`src/common/obj_pkg.sv`:
```
package obj_pkg;

    // entry word and field widths
    localparam int WORD_W      = 16;
    localparam int COORD_W     = 12;
    localparam int COLOR_W     = 8;
    localparam int TILE_CODE_W = 13;

    // zoom stepping
    localparam int ZOOM_W     = 9;
    localparam int ZOOM_UNITY = 256;
    localparam int ZOOM_STEPS = 16;
    localparam int STEP_W     = 4;
    localparam int COUNT_W    = 5;

    // x word flags, coordinate sits in the low bits
    localparam int X_LATCH_EXTRA_BIT  = 12;
    localparam int X_LATCH_MASTER_BIT = 13;
    localparam int X_NO_EXTRA_BIT     = 14;
    localparam int X_NO_SCROLL_BIT    = 15;

    // attribute word, colour sits in the low byte
    localparam int ATTR_FLIP_X_BIT       = 8;
    localparam int ATTR_FLIP_Y_BIT       = 9;
    localparam int ATTR_REUSE_COLOR_BIT  = 10;
    localparam int ATTR_NEXT_SEQ_BIT     = 11;
    localparam int ATTR_USE_LATCH_Y_BIT  = 12;
    localparam int ATTR_INC_Y_BIT        = 13;
    localparam int ATTR_USE_LATCH_X_BIT  = 14;
    localparam int ATTR_INC_X_BIT        = 15;

    // y word marks a command entry
    localparam int Y_IS_CMD_BIT = 15;

    // command word bits kept in the control register
    localparam int CTRL_DISABLE_BIT = 12;
    localparam int CTRL_FLIP_BIT    = 13;

    // flip-screen origins and visible limits
    localparam int FLIP_X_ORIGIN = 496;
    localparam int FLIP_Y_ORIGIN = 240;
    localparam int MAX_X         = 480;
    localparam int MAX_Y         = 240;

    typedef enum logic [2:0] {
        IDLE,
        EVAL_SEQ,
        EVAL_POS,
        EVAL_ZOOM,
        ZOOM_WAIT,
        PLACE
    } eval_state_t;

endpackage
```
`src/rtl/obj_eval_top.sv`:
```
module obj_eval_top
    import obj_pkg::*;
(
    input  logic                  clk,
    input  logic                  reset,
    input  logic                  entry_valid,
    input  logic [WORD_W-1:0]     tile_word,
    input  logic [WORD_W-1:0]     zoom_word,
    input  logic [WORD_W-1:0]     attr_word,
    input  logic [WORD_W-1:0]     cmd_word,
    input  logic [WORD_W-1:0]     x_word,
    input  logic [WORD_W-1:0]     y_word,
    input  logic                  frame_start,
    output logic                  busy,
    output logic                  sprite_valid,
    output logic [COORD_W-1:0]    sprite_x,
    output logic [COORD_W-1:0]    sprite_y,
    output logic [COLOR_W-1:0]    sprite_color,
    output logic                  sprite_flip_x,
    output logic                  sprite_flip_y,
    output logic [ZOOM_STEPS-1:0] row_valid,
    output logic [ZOOM_STEPS-1:0] col_valid
);

    logic                  eval_seq;
    logic                  eval_pos;
    logic                  place;
    logic                  seq_start;
    logic                  ctrl_disable;
    logic                  ctrl_flip;
    logic                  start_row;
    logic                  start_col;
    logic                  cont_row;
    logic                  cont_col;
    logic                  ready_row;
    logic                  ready_col;
    logic [WORD_W-1:0]     held_tile;
    logic [WORD_W-1:0]     held_zoom;
    logic [WORD_W-1:0]     held_attr;
    logic [WORD_W-1:0]     held_x;
    logic [WORD_W-1:0]     held_y;
    logic [COORD_W-1:0]    latched_x;
    logic [COORD_W-1:0]    latched_y;
    logic [COLOR_W-1:0]    latched_color;
    logic [ZOOM_W-1:0]     delta_x;
    logic [ZOOM_W-1:0]     delta_y;
    logic [COUNT_W-1:0]    row_count;
    logic [COUNT_W-1:0]    col_count;
    logic [ZOOM_STEPS-1:0] row_mask;
    logic [ZOOM_STEPS-1:0] col_mask;

    obj_entry_sequencer sequencer (
        .clk, .reset, .entry_valid,
        .tile_word, .zoom_word, .attr_word, .cmd_word, .x_word, .y_word,
        // an idle column calculator keeps ready high
        .zoom_ready(ready_row && ready_col),
        .busy, .eval_seq, .eval_pos,
        .zoom_start_row(start_row), .zoom_start_col(start_col),
        .zoom_cont_row(cont_row), .zoom_cont_col(cont_col),
        .place, .seq_start, .ctrl_disable, .ctrl_flip,
        .held_tile, .held_zoom, .held_attr, .held_x, .held_y
    );

    obj_scroll_latch scroll_latch (
        .clk, .reset,
        .frame_start(frame_start && !busy),
        .eval_seq, .eval_pos, .seq_start,
        .x_word(held_x), .y_word(held_y), .attr_word(held_attr), .zoom_word(held_zoom),
        .row_count, .col_count,
        .latched_x, .latched_y, .latched_color, .delta_x, .delta_y
    );

    obj_zoom_calc row_zoom (
        .clk, .reset, .start(start_row), .cont(cont_row), .delta(delta_y),
        .ready(ready_row), .count(row_count), .valid(row_mask)
    );

    obj_zoom_calc col_zoom (
        .clk, .reset, .start(start_col), .cont(cont_col), .delta(delta_x),
        .ready(ready_col), .count(col_count), .valid(col_mask)
    );

    obj_placement placement (
        .clk, .reset, .place,
        .tile_word(held_tile), .attr_word(held_attr),
        .ctrl_disable, .ctrl_flip, .latched_x, .latched_y, .latched_color,
        .row_mask, .col_mask,
        .sprite_valid, .sprite_x, .sprite_y, .sprite_color,
        .sprite_flip_x, .sprite_flip_y, .row_valid, .col_valid
    );

endmodule

```
`src/rtl/obj_placement.sv`:
```
module obj_placement
    import obj_pkg::*;
(
    input  logic                  clk,
    input  logic                  reset,
    input  logic                  place,
    input  logic [WORD_W-1:0]     tile_word,
    input  logic [WORD_W-1:0]     attr_word,
    input  logic                  ctrl_disable,
    input  logic                  ctrl_flip,
    input  logic [COORD_W-1:0]    latched_x,
    input  logic [COORD_W-1:0]    latched_y,
    input  logic [COLOR_W-1:0]    latched_color,
    input  logic [ZOOM_STEPS-1:0] row_mask,
    input  logic [ZOOM_STEPS-1:0] col_mask,
    output logic                  sprite_valid,
    output logic [COORD_W-1:0]    sprite_x,
    output logic [COORD_W-1:0]    sprite_y,
    output logic [COLOR_W-1:0]    sprite_color,
    output logic                  sprite_flip_x,
    output logic                  sprite_flip_y,
    output logic [ZOOM_STEPS-1:0] row_valid,
    output logic [ZOOM_STEPS-1:0] col_valid
);

    logic drop;
    logic draw;

    // bounds are checked before the flip-screen transform
    assign drop = (tile_word[TILE_CODE_W-1:0] == '0)
                || ctrl_disable
                || (latched_x > COORD_W'(MAX_X))
                || (latched_y > COORD_W'(MAX_Y));
    assign draw = place && !drop;

    always_ff @(posedge clk) begin
        if (reset) begin
            sprite_valid <= 1'b0;
        end else begin
            sprite_valid <= draw;
        end
    end

    always_ff @(posedge clk) begin
        if (draw) begin
            sprite_x      <= ctrl_flip ? COORD_W'(FLIP_X_ORIGIN) - latched_x : latched_x;
            sprite_y      <= ctrl_flip ? COORD_W'(FLIP_Y_ORIGIN) - latched_y : latched_y;
            sprite_flip_x <= attr_word[ATTR_FLIP_X_BIT] ^ ctrl_flip;
            sprite_flip_y <= attr_word[ATTR_FLIP_Y_BIT] ^ ctrl_flip;
            sprite_color  <= latched_color;
            row_valid     <= row_mask;
            col_valid     <= col_mask;
        end
    end

endmodule

```
`src/rtl/obj_scroll_latch.sv`:
```
module obj_scroll_latch
    import obj_pkg::*;
(
    input  logic               clk,
    input  logic               reset,
    input  logic               frame_start,
    input  logic               eval_seq,
    input  logic               eval_pos,
    input  logic               seq_start,
    input  logic [WORD_W-1:0]  x_word,
    input  logic [WORD_W-1:0]  y_word,
    input  logic [WORD_W-1:0]  attr_word,
    input  logic [WORD_W-1:0]  zoom_word,
    input  logic [COUNT_W-1:0] row_count,
    input  logic [COUNT_W-1:0] col_count,
    output logic [COORD_W-1:0] latched_x,
    output logic [COORD_W-1:0] latched_y,
    output logic [COLOR_W-1:0] latched_color,
    output logic [ZOOM_W-1:0]  delta_x,
    output logic [ZOOM_W-1:0]  delta_y
);

    logic [COORD_W-1:0] master_x;
    logic [COORD_W-1:0] master_y;
    logic [COORD_W-1:0] extra_x;
    logic [COORD_W-1:0] extra_y;
    logic [COORD_W-1:0] base_x;
    logic [COORD_W-1:0] base_y;
    logic [COORD_W-1:0] coord_x;
    logic [COORD_W-1:0] coord_y;
    logic [COORD_W-1:0] scroll_x;
    logic [COORD_W-1:0] scroll_y;
    logic [COORD_W-1:0] base_x_next;
    logic [COORD_W-1:0] base_y_next;
    logic               no_extra;
    logic               no_scroll;

    assign coord_x   = x_word[COORD_W-1:0];
    assign coord_y   = y_word[COORD_W-1:0];
    assign no_extra  = x_word[X_NO_EXTRA_BIT];
    assign no_scroll = x_word[X_NO_SCROLL_BIT];

    // scroll flags of the x word apply to both axes
    assign scroll_x = no_scroll ? '0 : master_x + (no_extra ? '0 : extra_x);
    assign scroll_y = no_scroll ? '0 : master_y + (no_extra ? '0 : extra_y);

    // base only moves at the head of a sequence
    assign base_x_next = seq_start ? coord_x + scroll_x : base_x;
    assign base_y_next = seq_start ? coord_y + scroll_y : base_y;

    always_ff @(posedge clk) begin
        if (reset) begin
            master_x      <= '0;
            master_y      <= '0;
            extra_x       <= '0;
            extra_y       <= '0;
            latched_x     <= '0;
            latched_y     <= '0;
            latched_color <= '0;
        end else begin
            if (frame_start) begin
                extra_x <= '0;
                extra_y <= '0;
            end
            if (eval_seq) begin
                if (x_word[X_LATCH_EXTRA_BIT] && !no_extra) begin
                    extra_x <= coord_x;
                    extra_y <= coord_y;
                end
                if (x_word[X_LATCH_MASTER_BIT] && !no_scroll) begin
                    master_x <= coord_x;
                    master_y <= coord_y;
                end
            end
            if (eval_pos) begin
                // counts still hold what the previous entry produced
                if (attr_word[ATTR_USE_LATCH_Y_BIT]) begin
                    latched_y <= latched_y + COORD_W'(row_count);
                end else begin
                    latched_y <= base_y_next;
                end
                if (attr_word[ATTR_INC_X_BIT]) begin
                    latched_x <= latched_x + COORD_W'(col_count);
                end else if (!attr_word[ATTR_USE_LATCH_X_BIT]) begin
                    latched_x <= base_x_next;
                end
                if (!attr_word[ATTR_REUSE_COLOR_BIT]) begin
                    latched_color <= attr_word[COLOR_W-1:0];
                end
            end
        end
    end

    always_ff @(posedge clk) begin
        if (eval_pos && seq_start) begin
            base_x  <= base_x_next;
            base_y  <= base_y_next;
            // low zoom byte is x, high byte is y
            delta_x <= ZOOM_W'(ZOOM_UNITY) - ZOOM_W'(zoom_word[7:0]);
            delta_y <= ZOOM_W'(ZOOM_UNITY) - ZOOM_W'(zoom_word[15:8]);
        end
    end

endmodule

```
`src/rtl/obj_entry_sequencer.sv`:
```
module obj_entry_sequencer
    import obj_pkg::*;
(
    input  logic              clk,
    input  logic              reset,
    input  logic              entry_valid,
    input  logic [WORD_W-1:0] tile_word,
    input  logic [WORD_W-1:0] zoom_word,
    input  logic [WORD_W-1:0] attr_word,
    input  logic [WORD_W-1:0] cmd_word,
    input  logic [WORD_W-1:0] x_word,
    input  logic [WORD_W-1:0] y_word,
    input  logic              zoom_ready,
    output logic              busy,
    output logic              eval_seq,
    output logic              eval_pos,
    output logic              zoom_start_row,
    output logic              zoom_start_col,
    output logic              zoom_cont_row,
    output logic              zoom_cont_col,
    output logic              place,
    output logic              seq_start,
    output logic              ctrl_disable,
    output logic              ctrl_flip,
    output logic [WORD_W-1:0] held_tile,
    output logic [WORD_W-1:0] held_zoom,
    output logic [WORD_W-1:0] held_attr,
    output logic [WORD_W-1:0] held_x,
    output logic [WORD_W-1:0] held_y
);

    eval_state_t state;
    logic        prev_seq;
    logic        accept;

    assign accept = (state == IDLE) && entry_valid;

    always_ff @(posedge clk) begin
        if (reset) begin
            state        <= IDLE;
            busy         <= 1'b0;
            prev_seq     <= 1'b0;
            seq_start    <= 1'b0;
            ctrl_disable <= 1'b0;
            ctrl_flip    <= 1'b0;
        end else begin
            case (state)
                IDLE: begin
                    if (entry_valid) begin
                        busy  <= 1'b1;
                        state <= EVAL_SEQ;
                        // command word takes effect for this very entry
                        if (y_word[Y_IS_CMD_BIT]) begin
                            ctrl_disable <= cmd_word[CTRL_DISABLE_BIT];
                            ctrl_flip    <= cmd_word[CTRL_FLIP_BIT];
                        end
                    end
                end
                EVAL_SEQ: begin
                    seq_start <= ~prev_seq;
                    prev_seq  <= held_attr[ATTR_NEXT_SEQ_BIT];
                    state     <= EVAL_POS;
                end
                EVAL_POS: begin
                    state <= EVAL_ZOOM;
                end
                EVAL_ZOOM: begin
                    state <= ZOOM_WAIT;
                end
                ZOOM_WAIT: begin
                    if (zoom_ready) begin
                        state <= PLACE;
                    end
                end
                PLACE: begin
                    busy  <= 1'b0;
                    state <= IDLE;
                end
                default: begin
                    busy  <= 1'b0;
                    state <= IDLE;
                end
            endcase
        end
    end

    // entry words are only valid during the strobe
    always_ff @(posedge clk) begin
        if (accept) begin
            held_tile <= tile_word;
            held_zoom <= zoom_word;
            held_attr <= attr_word;
            held_x    <= x_word;
            held_y    <= y_word;
        end
    end

    assign eval_seq = (state == EVAL_SEQ);
    assign eval_pos = (state == EVAL_POS);
    assign place    = (state == PLACE);

    // row stepping always runs, columns only restart on a new sequence or x step
    assign zoom_start_row = (state == EVAL_ZOOM);
    assign zoom_start_col = (state == EVAL_ZOOM) && (seq_start || held_attr[ATTR_INC_X_BIT]);
    assign zoom_cont_row  = held_attr[ATTR_INC_Y_BIT];
    assign zoom_cont_col  = held_attr[ATTR_INC_X_BIT];

endmodule

```
`src/rtl/obj_zoom_calc.sv`:
```
module obj_zoom_calc
    import obj_pkg::*;
(
    input  logic                  clk,
    input  logic                  reset,
    input  logic                  start,
    input  logic                  cont,
    input  logic [ZOOM_W-1:0]     delta,
    output logic                  ready,
    output logic [COUNT_W-1:0]    count,
    output logic [ZOOM_STEPS-1:0] valid
);

    logic [ZOOM_W-1:0] accum;
    logic [STEP_W-1:0] index;
    logic [ZOOM_W-1:0] sum_in;
    logic [ZOOM_W-1:0] sum_out;
    logic              carry;

    // the start cycle already performs the first step
    assign sum_in  = start ? (cont ? accum : '0) : accum;
    assign sum_out = sum_in + delta;
    // a pixel is emitted whenever the top bit toggles
    assign carry   = sum_out[ZOOM_W-1] ^ sum_in[ZOOM_W-1];

    always_ff @(posedge clk) begin
        if (reset) begin
            ready <= 1'b1;
            accum <= '0;
            index <= '0;
            count <= '0;
            valid <= '0;
        end else if (start) begin
            ready <= 1'b0;
            accum <= sum_out;
            index <= STEP_W'(1);
            count <= COUNT_W'(carry);
            valid <= ZOOM_STEPS'(carry);
        end else if (!ready) begin
            accum <= sum_out;
            index <= index + 1'b1;
            if (carry) begin
                valid[count[STEP_W-1:0]] <= 1'b1;
                count <= count + 1'b1;
            end
            if (index == STEP_W'(ZOOM_STEPS - 1)) begin
                ready <= 1'b1;
            end
        end
    end

endmodule

```
`config.mk`:
```
export PLATFORM = sky130hd
export DESIGN_NAME = obj_eval_top
export DESIGN_NICKNAME = d
export VERILOG_FILES = /design/src/common/obj_pkg.sv /design/src/rtl/obj_eval_top.sv /design/src/rtl/obj_placement.sv /design/src/rtl/obj_scroll_latch.sv /design/src/rtl/obj_entry_sequencer.sv /design/src/rtl/obj_zoom_calc.sv
export SDC_FILE = /design/constraint.sdc
export NUM_CORES = 1
export LEC_CHECK = 0
export ABC_AREA = 0
export BUFFER_PORTS_ARGS = -buffer_cell sky130_fd_sc_hd__buf_2
export CORE_MARGIN = 8
export CORE_UTILIZATION = 55
export CTS_BUF_LIST = sky130_fd_sc_hd__clkbuf_16
export DETAILED_ROUTE_END_ITERATION = 8
export PLACE_DENSITY = 0.75
export SYNTH_ARGS = -nofsm -noshare
export SYNTH_HDL_FRONTEND = slang
export SYNTH_SLANG_ARGS = --single-unit
```
`constraint.sdc`:
```
create_clock -name clk -period 7.9 [get_ports clk]
set_input_delay 0.79 -clock clk [delete_from_list [all_inputs] [get_ports clk]]
set_output_delay 0.79 -clock clk [all_outputs]
set_load 0.1 [all_outputs]
```
; Word level (Yosys, flattened, before mapping)
; Index checks and enable logic that the tools add are counted.
[totals]
reg_bits = 340
latch_bits = 0
mem_bits_rw = 0
rom_bits = 0
inputBits = 100
out_inout_bits = 68
wordCells = 182
mem_count = 0
[op_classes]
addsub = 16
mul = 0
div_mod_pow = 0
n_lt_le_gt_ge = 6
n_eq_ne = 12
shifts = 0
muxes = 56
bitwise_logic = 11
reduce_logical = 35
[ops]
columns = cell, count
row1 = 12-bit two-way mux, 17
row2 = 9-bit two-way mux, 8
row3 = 12-bit adder, 4
row4 = 16-bit OR, 2
row5 = 1-bit two-way mux, 25
row6 = 12-bit by 5-bit adder with 12-bit output, 2
row7 = 9-bit adder, 2
row8 = 2-bit AND reduction, 9
row9 = 9-bit by 8-bit subtractor with 9-bit output (first input constant), 2
row10 = 3-bit one-hot mux with 5 select lines, 1
row11 = 13-bit logical NOT, 1
row12 = 12-bit by 8-bit > comparator with 1-bit output (second input constant), 1
row13 = 12-bit by 9-bit > comparator with 1-bit output (second input constant), 1
row14 = 8-bit by 12-bit subtractor with 12-bit output (first input constant), 1
row15 = 9-bit by 12-bit subtractor with 12-bit output (first input constant), 1
row16 = 5-bit by 1-bit adder with 5-bit output (second input constant), 2
row17 = 1-bit logical AND, 10
row18 = 4-bit by 5-bit < comparator with 1-bit output (second input constant), 2
row19 = 4-bit by 1-bit adder with 4-bit output (second input constant), 2
row20 = 1-bit demux with 4-bit select, 2
row21 = 4-bit equality test (second input constant), 2
row22 = 4-bit by 1-bit >= comparator with 1-bit output (second input constant), 2
row23 = 2-bit by 1-bit != test with 1-bit output (second input constant), 4
row24 = 3-bit by 2-bit equality test with 1-bit output (second input constant), 2
row25 = 14 further kinds, 31

; Depth between registers and ports, before layout
; Gate-level depths: netlist of the first run.
[logic_depth]
word_depth = 8
ltp_mapped = 20

; Cells and area by module
; A second synthesis of the first run with hierarchy kept.
[unflattened]
hier_cells = 1544
area_unflattened_um2 = 16574.6
[by_module_without_submodules]
columns = module, n_inst, cells_per_inst, area_per_inst_um2
row1 = obj_scroll_latch, 1, 881, 7616.1
row2 = obj_entry_sequencer, 1, 127, 2844.0
row3 = obj_placement, 1, 153, 2585.0
row4 = obj_zoom_calc at col_zoom, 1, 193, 1774.2
row5 = obj_zoom_calc at row_zoom, 1, 188, 1735.4
row6 = obj_eval_top, 1, 2, 20.0

; Worst setup path before layout of the first run
; Ideal clock, no wire load.
[synth_path]
path_type = flip-flop to flip-flop
startpoint = reg sequencer.held_x[14]
endpoint = reg scroll_latch.base_x[11] (data pin)
setup_ns = 0.260
arrival_time_ns = 4.261
required_time_ns = 7.640
slack_ns = 3.379
stages_incl_launch_ff = 21
path_buffers = 1
synth_period_minus_slack_ns = 4.521
cell_sequence = edfxtp_1 > clkbuf_1 > nor2b_1 > ha_1 > fa_1 > a21o_1 > a21oi_1 > nor2b_1 > o21a_1 > or4_1 > nand2_1 > xnor2_1 > nor2_1 > ha_1 > and2_1 > a311oi_1 > nand2_1 > o31a_1 > xor2_1 > xor2_1 > mux2_2
[synth_via]
elab_chain_len = 5
[synth_rtl]
columns = item, line_no
row1 = from (decl), obj_entry_sequencer.sv:28  ; output logic [WORD_W-1:0] held_x,
row2 = from (signal assigned), obj_entry_sequencer.sv:93  ; held_x <= x_word;
row3 = 12-bit two-way mux, obj_scroll_latch.sv:44  ; assign scroll_x = no_scroll ? '0 : master_x + (no_extra ? '0 : extra_x);
row4 = 12-bit adder, obj_scroll_latch.sv:44
row5 = 12-bit two-way mux, obj_scroll_latch.sv:44
row6 = 12-bit adder, obj_scroll_latch.sv:48  ; assign base_x_next = seq_start ? coord_x + scroll_x : base_x;
row7 = 12-bit two-way mux, obj_scroll_latch.sv:48
row8 = named net scroll_latch.base_x_next[11], obj_scroll_latch.sv:33  ; logic [COORD_W-1:0] base_x_next;
row9 = to (signal assigned), obj_scroll_latch.sv:96  ; base_x <= base_x_next;
row10 = to (decl), obj_scroll_latch.sv:27  ; logic [COORD_W-1:0] base_x;
; The timed path passes the listed nets, and every way through them passes these cells.
; A chain may end at the register's enable or synchronous reset.

; Worst setup path in the final report of the first run
; Ends and elaborated chain as after synthesis.

==> results.toml, run 1 <==
[status]
outcome = "complete, no violations"

[clocking]
post_cts_resized = 0
clk_latency_ps = 510
clk_pin_slew_ps = 60
cts_sinks = 338
hold_buffers = 0
cts_tree = "built"
cts_buffer_depth = 3
cts_made_buffers = 37
root_buffer = "clkbuf_16"
post_cts_buffers = 0
htreeDepth = 2

[hold_path]
whs_endpoint = "placement.sprite_color[4]"
whs_path_depth = 0
min_from = "scroll_latch.latched_color[4]"
hold_class = "flop to flop"

[layout]
final_common_cell = "nand2_1"
multi_input_area_um2 = 7003
drive_above_1_share = 0.1403
nFillCells = 2339
area_growth_pct = 13.64
stdcell_count = 2074
layout.nets = 1855
mostFrequentLayoutCells = "nand2_1 (194), edfxtp_1 (181), dfxtp_1 (157), buf_2 (146), a21oi_1 (134)"
postLayoutCellArea_um2 = 18170
seq_area_um2 = 8578
utilization = 0.6332

[critical_path]
cp_max_fo = 26
ff2ff_setup_slack_ps = 3100
path_class = "flop to flop"
reg2reg_depth = 20
arrival_ps = 5060
cp.required_ps = 8160
r2r_start = "sequencer.held_x[14]"
end_kind = "flop"
reg2reg_to = "scroll_latch.base_x[11]"
start_kind = "flop"

[global_routing]
grt_pass1_wl_um = 55830
grt_max_degree = 77
antenna_found_initial = 1
grt_overflow = 0
grt_pass1_vias = 11190
grt.total_usage = 0.1889

[pwr]
cellPowerDensity_nw_per_um2 = 221.6
ir_drop_v = 0.0001780
power_mw = 4.028
leakagePower_nw = 7.030

[placed_design]
numPortBuffers = 147
pre_cts_ws_ps = 3137
dp_hpwl_um = 23440
placed_area_um2 = 17020
placed_cells = 2008
place_congestion = 0.8732

[sta]
fin_crit_sh = 0.6074
setup_viol = 0
fmax_mhz = 208.4
max_slew.worst_pin.slew_ps = 1209
worst_slack_ps = 3101
rsz0062_at_grt = "no"
holdWs_ps = 426.3
fin_crit_ps = 4799
clock_skew_ps = 11.08
setup_tns_ps = 0
slew_headroom = 0.1939
slew_violations = 0
hold_violations = 0

[logic_synthesis]
netlist_instances = 1541
synth_warnings = 0
synth_top_area_frac = 0.3398
ys_top_cells_by_area = "edfxtp_1 (34%), dfxtp_1 (20%), ha_1 (6.6%)"
synth_seq_cells = 338
synthArstFlopShare = 0
synth_flop_cell = "edfxtp_1"
synth_cell_types = 70
postSynthAreaPerCell_um2 = 10.38
netlist_area_um2 = 15990
synth_top_area_cell = "edfxtp_1"
synth-edff-count = 181
syn_nets = 1733
seq_area_frac_synth = 0.5363

[detailed_routing]
drt-wirelength-per-cell_um = 16.22
drc = 0
via_per_inst = 5.562
vias = 11540
drt_iter0_markers = 903
first_pass_iters = 5
final_antenna_net_count = 0
wl_um = 33650

[die]
core_area_um2 = 28700
die_height_um = 186.5
die_x_um = 186.5
start_util = 0.5572
die_area_um2 = 34790
ioPinCount = 168
num_rows = 62

[run]
maxCapViolCount = 0
==> registers in the layout, summed over array words and instances (netlist names), 13 cells and up <==
signal,flops
sequencer.held_zoom,16
col_zoom.valid,16
sequencer.held_x,16
placement.col_valid,16
row_zoom.valid,16
sequencer.held_attr,16
sequencer.held_tile,13
placement.row_valid,16
==> synthesized netlist by cell type (all sizes together) (8+ instances only) <==
library cell / count
nor2b: 56
edfxtp: 181
nor3: 28
xor2: 27
nor4: 8
nand2: 194
a21o: 20
o21ai: 60
fa: 8
buf: 12
a21oi: 139
xnor2: 66
o21a: 12
a211oi: 22
dfxtp: 157
nand3b: 9
inv: 45
mux2i: 12
nand2b: 16
clkbuf: 59
nor2: 134
a31oi: 29
mux2: 12
ha: 84
nand3: 40
==> report_power, final <==
group          internal [mW]  switching (mW)  total [mW]
logic                  0.142           0.239       0.381
registers               1.94          0.0706        2.01
clock network          0.978           0.659        1.64
==> how the worst max path moves through the flow <==
stage	startpoint	slack, ps	end
4_1_cts	sequencer.held_x[14]	3110	scroll_latch.base_x[11]
3_5_place_dp	sequencer.held_x[14]	3140	scroll_latch.base_x[11]
5_1_grt	sequencer.held_x[14]	2810	scroll_latch.base_x[11]
2_1_floorplan	sequencer.held_x[14]	3380	scroll_latch.base_x[11]
6_report	sequencer.held_x[14]	3100	scroll_latch.base_x[11]
3_3_place_gp	sequencer.held_x[14]	3220	scroll_latch.base_x[11]
==> area by class of cell <==
class / instances / share of cell area
diodes: 1 / 0.0001377
clock buffers: 37 / 0.05094
clock inverters: 28 / 0.01239
inverters: 45 / 0.009294
multi-input cells: 1087 / 0.3853
flip-flops and latches: 338 / 0.4720
well taps: 384 / 0.02644
repair buffers: 154 / 0.04351
==> worst max-delay path, stage by stage (launching register included) <==
cell	delay [ps]
edfxtp_1	320
buf_4	290
nor2b_1	90
ha_1	230
fa_1	420
a21o_1	170
a21oi_1	210
nor2b_1	70
o21a_1	180
or4_1	440
nand2_1	100
xnor2_1	110
nor2_1	60
ha_1	390
and2_1	180
a311oi_1	260
nand2_1	140
o31a_1	260
xor2_1	150
xor2_1	200
mux2_2	280
==> per-layer routing <==
metal	wire (um)	up-vias	GRT usage	part of all wire
met5	0	-	0	0
met4	620	0	0.04918	0.018
met3	2049	54	0.03710	0.061
met2	15570	301	0.3137	0.46
met1	15400	5419	0.2504	0.46
li1	-	5762	-	-
==> cell families (layout without fill, tap and decap cells) <==
logic type                 after synthesis  in the layout  synth area share
adders and majority gates               92             92           0.07573
xor gates and xnor gates                93             93           0.05093
and+or+nand+nor                        527            527            0.1534
buffers and inverters                  116            264           0.02832
muxes                                   24             24           0.01619
other                                    0              1                 0
DFF                                    338            338            0.5363
AOI/OAI and AO/OA                      351            351            0.1391
(Power assumes the default switching activity.)
==> run 2: changes to the inputs <==
CORE_UTILIZATION = 53   (was 55)
PLACE_DENSITY = 0.76   (was 0.75)
clock period = 4.05 ns   (was 7.9 ns; I/O delays follow)
==> run 2 against run 1 <==
Compared with the run above:
- the run now ends with negative setup slack left
- setup slack got worse by 3200 ps
- critical endpoint unchanged
- design area increased by 3.1%
- final cell count grew 2.7%
- largest power group unchanged
- critical path type unchanged
==> results.toml, run 2 (synthesis gave the netlist of run 1 again) <==
[critical_path]
critPathMaxStageDelay_ps = 440
reg2reg_to = "scroll_latch.base_x[11]"
crit_family = "compound AO/OA/AOI/OAI gates"
r2r_start = "sequencer.held_x[14]"
critPathBufInv = 0
arrival_ps = 4440
cp_max_fo = 4
cp.required_ps = 4310
end_kind = "flop"
reg2reg_depth = 19
cp_cell_sequence = "nor2b_1 -> ha_2 -> fa_2 -> a21o_1 -> a21oi_2 -> nor2b_1 -> o21a_1 -> or4_4 -> nand2_4 -> xnor2_2 -> nor2_1 -> ha_1 -> and2_4 -> a311oi_2 -> nand2_1 -> o31a_1 -> xor2_1 -> xor2_1 -> mux2_4"
path_class = "flop to flop"
ff2ff_setup_slack_ps = -130
start_kind = "flop"
critical-path-slowest-cell = "or4_4"

[detailed_routing]
route.met2.wl_um = 16070
wl_um = 35630
first_pass_iters = 5
drc = 0
wl_met3_um = 2408
final_antenna_net_count = 0
vias = 11770
drt-wirelength-per-cell_um = 16.72
met1Wirelength_um = 16480
drt_iter0_markers = 817
top_layer = "met4"
via_per_inst = 5.521

[status]
violations = "negative setup slack"
outcome = "finished, violations left"

[hold_path]
min_from = "tile_word[12]"
hold_class = "primary input to flop"
whs_endpoint = "sequencer.held_tile[12]"
whs_path_depth = 1

[layout]
postLayoutCellArea_um2 = 18750
nFillCells = 2349
stdcell_count = 2131
mostFrequentLayoutCells = "nand2_1 (192), edfxtp_1 (181), dfxtp_1 (157), buf_2 (146), nor2_1 (132)"
insertedDiodeCount = 0
final_common_cell = "nand2_1"
drive_above_1_share = 0.1895
multi_input_area_um2 = 7157
layout.nets = 1905
area_growth_pct = 17.21
seq_area_um2 = 8578

[pwr]
p_int_mw = 5.937
cellPowerDensity_nw_per_um2 = 421.6
ir_drop_v = 0.0003254
p_sw_frac = 0.2489
pwr-share-clk = 0.402
leakagePower_nw = 7.300
comb_power_share = 0.102
power_frac_seq = 0.496
p_sw_mw = 1.968

[die]
die_area_um2 = 35990
die_x_um = 189.7
ioPinCount = 168
core_area_um2 = 29720
die_height_um = 189.7
start_util = 0.5382
num_rows = 63

[placed_design]
dp_hpwl_um = 25430
placed_area_um2 = 17350
place_congestion = 0.8908
placed_cells = 2055
numPortBuffers = 147

[sta]
fin_crit_sh = 1.033
clock_skew_ps = 15.39
max_slew.worst_pin.slew_ps = 1081
rsz0062_at_grt = "yes"
fmax_mhz = 239.0
hold_violations = 0
slew_headroom = 0.2794
slew_violations = 0
setup_viol = 2
worst_slack_ps = -133.6
fin_crit_ps = 4184

[clocking]
cts_buffer_depth = 3
hold_buffers = 0
htreeDepth = 2
cts_tree = "built"
root_buffer = "clkbuf_16"
cts_sinks = 338
clk_pin_slew_ps = 60
clk_latency_ps = 520
cts_made_buffers = 37

[global_routing]
grt_pass1_vias = 11530
grt_max_degree = 77
antenna_found_initial = 0
grt_pass1_wl_um = 57580
grt_overflow = 0
grt.total_usage = 0.1929

[run]
maxCapViolCount = 0
[run 2: layer usage]
metal  GRT usage  vias up
met3     0.03662       47
met2      0.3091      347
li1            -     5847
met5           0        -
met1      0.2659     5524
met4     0.05051        0
[run 2: worst max-delay path by stage]
stage | slack [ps] | cells past startpoint | start | endpoint
after floorplan | -220 | 20 | sequencer.held_x[14] | scroll_latch.base_x[11]
after global placement | -90 | 19 | sequencer.held_x[14] | scroll_latch.base_x[11]
final | -130 | 19 | sequencer.held_x[14] | scroll_latch.base_x[11]
after detailed placement | -190 | 19 | sequencer.held_x[14] | scroll_latch.base_y[11]
after CTS | -110 | 19 | sequencer.held_x[14] | scroll_latch.base_x[11]
after global routing | -330 | 19 | sequencer.held_x[14] | scroll_latch.base_x[11]
[run 2: through the flow]
stage	power, mW	setup slack [ps]	setup TNS, ps	utilization	hold slack (ps)
2_1_floorplan	4.506	-223.7	-223.7	-	408.1
3_3_place_gp	4.735	-88.08	-149.7	0.5837	413.8
3_5_place_dp	4.761	-186.3	-484.8	0.5837	416.1
4_1_cts	7.960	-111.0	-111.0	0.6255	41.30
5_1_grt	8.224	-326.4	-1070	0.6308	36.07
6_report	7.904	-133.6	-146.5	0.6308	62.22
[run 2: power groups by stage]
stage               combinational (mW)  clock, mW  sequential, mW
floorplan                        0.548          0            3.96
global placement                 0.751          0            3.98
detailed placement               0.773          0            3.99
CTS                              0.788       3.26            3.92
global route                     0.890       3.40            3.93
finish                           0.805       3.18            3.92
[run 2: area by class of cell]
| type | count | share of cell area |
|---|---|---|
| Inverter | 45 | 0.009010 |
| Clock inverter | 29 | 0.01141 |
| Timing Repair Buffer | 204 | 0.06347 |
| Tap cell | 390 | 0.02603 |
| Sequential cell | 338 | 0.4576 |
| Multi-Input combinational cell | 1087 | 0.3818 |
| Clock buffer | 38 | 0.05072 |
[run 2: repair_timing]
| item | in CTS | in global routing |
|---|---|---|
| buffers inserted | 4 | 6 |
| resized for setup | 12 | 30 |
| hold endpoints to repair | 0 | 0 |
| endpoints found under the setup margin | 6 | 13 |
| pin swaps | 3 | 21 |
==> run 3: changes to the inputs <==
CORE_UTILIZATION = 55   (was 53)
PLACE_DENSITY = 0.75   (was 0.76)
SYNTH_HIERARCHICAL = 1   (was unset)
clock period = 3.9 ns   (was 4.05 ns; I/O delays follow)
==> run 3 against run 2 <==
Compared with the run above:
- the run still ends with negative setup slack left
- combinational power is 10% higher
- hold slack got worse by 14 ps
- maximum frequency is 4.0% higher
- sequential power up 4%
- sequential cell count unchanged
- utilization grew 1.7 points
- wire length fell by 3.1%
- critical endpoint is now scroll_latch/latched_y[9]
- largest cell class unchanged
==> results.toml, run 3 <==
[status]
outcome = "finished, violations left"
violations = "negative setup slack"

[pwr]
ir_drop_v = 0.0003593
cellPowerDensity_nw_per_um2 = 431.7
leakagePower_nw = 7.346

[detailed_routing]
drc = 0
drt_iter0_markers = 703
via_per_inst = 5.562
first_pass_iters = 5
wl_um = 34540
drt-wirelength-per-cell_um = 16.23
vias = 11840
final_antenna_net_count = 0

[hold_path]
whs_path_depth = 1
min_from = "zoom_word[9]"
whs_endpoint = "sequencer/held_zoom[9]"
hold_class = "primary input to flop"

[placed_design]
place_congestion = 0.8665
dp_hpwl_um = 24110
placed_cells = 2051
numPortBuffers = 147
pre_cts_ws_ps = -146.8

[clocking]
clk_latency_ps = 510
cts_tree = "built"
root_buffer = "clkbuf_16"
cts_made_buffers = 35
hold_buffers = 0
htreeDepth = 2
clk_pin_slew_ps = 60
cts_sinks = 338
cts_buffer_depth = 3

[layout]
stdcell_count = 2128
mostFrequentLayoutCells = "edfxtp_1 (181), dfxtp_1 (157), buf_2 (147), nor2_1 (132), nand2_1 (130)"
area_growth_pct = 16.71
nFillCells = 2287
drive_above_1_share = 0.1980
final_common_cell = "edfxtp_1"
layout.nets = 1902
utilization = 0.6475

[global_routing]
grt.total_usage = 0.1878
met3_usage = 0.04196
grt_pass1_wl_um = 56320
gr-usage-met2 = 0.3247
grt_max_degree = 63
grt_overflow = 0
globalRouteMet1Util = 0.2262
busiest_layer = "met2"
grt_pass1_vias = 11780
antenna_found_initial = 2

[critical_path]
start_kind = "flop"
reg2reg_depth = 20
arrival_ps = 4390
end_kind = "flop"
reg2reg_to = "scroll_latch/latched_y[9]"
cp.required_ps = 4260
r2r_start = "sequencer/held_x[14]"
ff2ff_setup_slack_ps = -120
path_class = "flop to flop"
cp_max_fo = 8

[logic_synthesis]
netlist_area_um2 = 16360
synth_warnings = 6
syn_nets = 1728
netlist_instances = 1536
postSynthAreaPerCell_um2 = 10.65

[sta]
holdWs_ps = 48.03
slew_violations = 0
fin_crit_sh = 1.031
clock_skew_ps = 16.06
fin_crit_ps = 4023
fmax_mhz = 248.6
setup_tns_ps = -275.0
worst_slack_ps = -122.5
hold_violations = 0
slew_headroom = 0.1860
setup_viol = 4
max_slew.worst_pin.slew_ps = 1213
rsz0062_at_grt = "yes"

[die]
ioPinCount = 168
start_util = 0.5548
die_height_um = 188.5
core_area_um2 = 29480
die_x_um = 188.5
die_area_um2 = 35510
num_rows = 63

[run]
maxCapViolCount = 0
run 3: where the power goes:
part | total (mW) | internal [mW] | switching, mW
Sequential | 4.08 | 3.93 | 0.144
Clock | 3.28 | 1.94 | 1.33
Combinational | 0.889 | 0.356 | 0.533
run 3: worst max-delay path by stage:
| stage | startpoint | depth (start not counted) | to | slack [ps] |
|---|---|---|---|---|
| after floorplan | sequencer/held_x[14] | 20 | scroll_latch/latched_y[9] | -50 |
| after global placement | scroll_latch/extra_y[0] | 20 | scroll_latch/latched_y[9] | -50 |
| after global routing | sequencer/held_x[14] | 21 | scroll_latch/latched_y[9] | -360 |
| after CTS | sequencer/held_x[14] | 21 | scroll_latch/latched_x[11] | -20 |
| after detailed placement | scroll_latch/extra_y[0] | 20 | scroll_latch/latched_y[9] | -150 |
| final | sequencer/held_x[14] | 20 | scroll_latch/latched_y[9] | -120 |
run 3: routing by layer:
layer	part of all wire	wire (um)	vias up
met5	0.00038	13	-
met4	0.029	1006	2
met3	0.057	1976	63
met2	0.48	16730	318
met1	0.43	14810	5593
li1	-	-	5859
run 3: final cells by class:
type	count	area [um2]	share of cell area
Tap cell	390	488.0	0.02556
Clock inverter	28	235.2	0.01232
Timing Repair Buffer	206	1190	0.06233
Inverter	64	240.2	0.01258
Sequential cell	338	8578	0.4494
Multi-Input combinational cell	1065	7455	0.3905
Clock buffer	36	900.9	0.04719
Antenna cell	1	2.502	0.0001311
run 3: critical path, cell delays in order (launching register included):
cell	delay [ps]
edfxtp_1	420
buf_2	180
buf_4	160
nor2b_1	120
ha_1	270
o21ai_1	90
nor2_1	60
o41a_1	430
buf_4	160
a21oi_2	130
xor2_1	150
nor2_1	50
ha_1	300
and3_4	200
a31oi_4	190
nor2b_4	170
xnor2_1	70
mux2_4	260
a22o_1	230
a22oi_1	160
nor2_1	50
run 3: repair_timing:
action                     4_1_cts  5_1_grt
pin swaps                       14       40
buffers inserted                 5        7
setup endpoints to repair        8       16
resized for setup               19       32
gates cloned                     1        0
run 3: per-stage QoR:
step                      instance area [um2]  power, mW
after floorplan                         16370      4.748
after global placement                  17650      4.969
after detailed placement                17650      5.001
after CTS                               18890      8.302
after global routing                    19090      8.570
final                                   19090      8.241
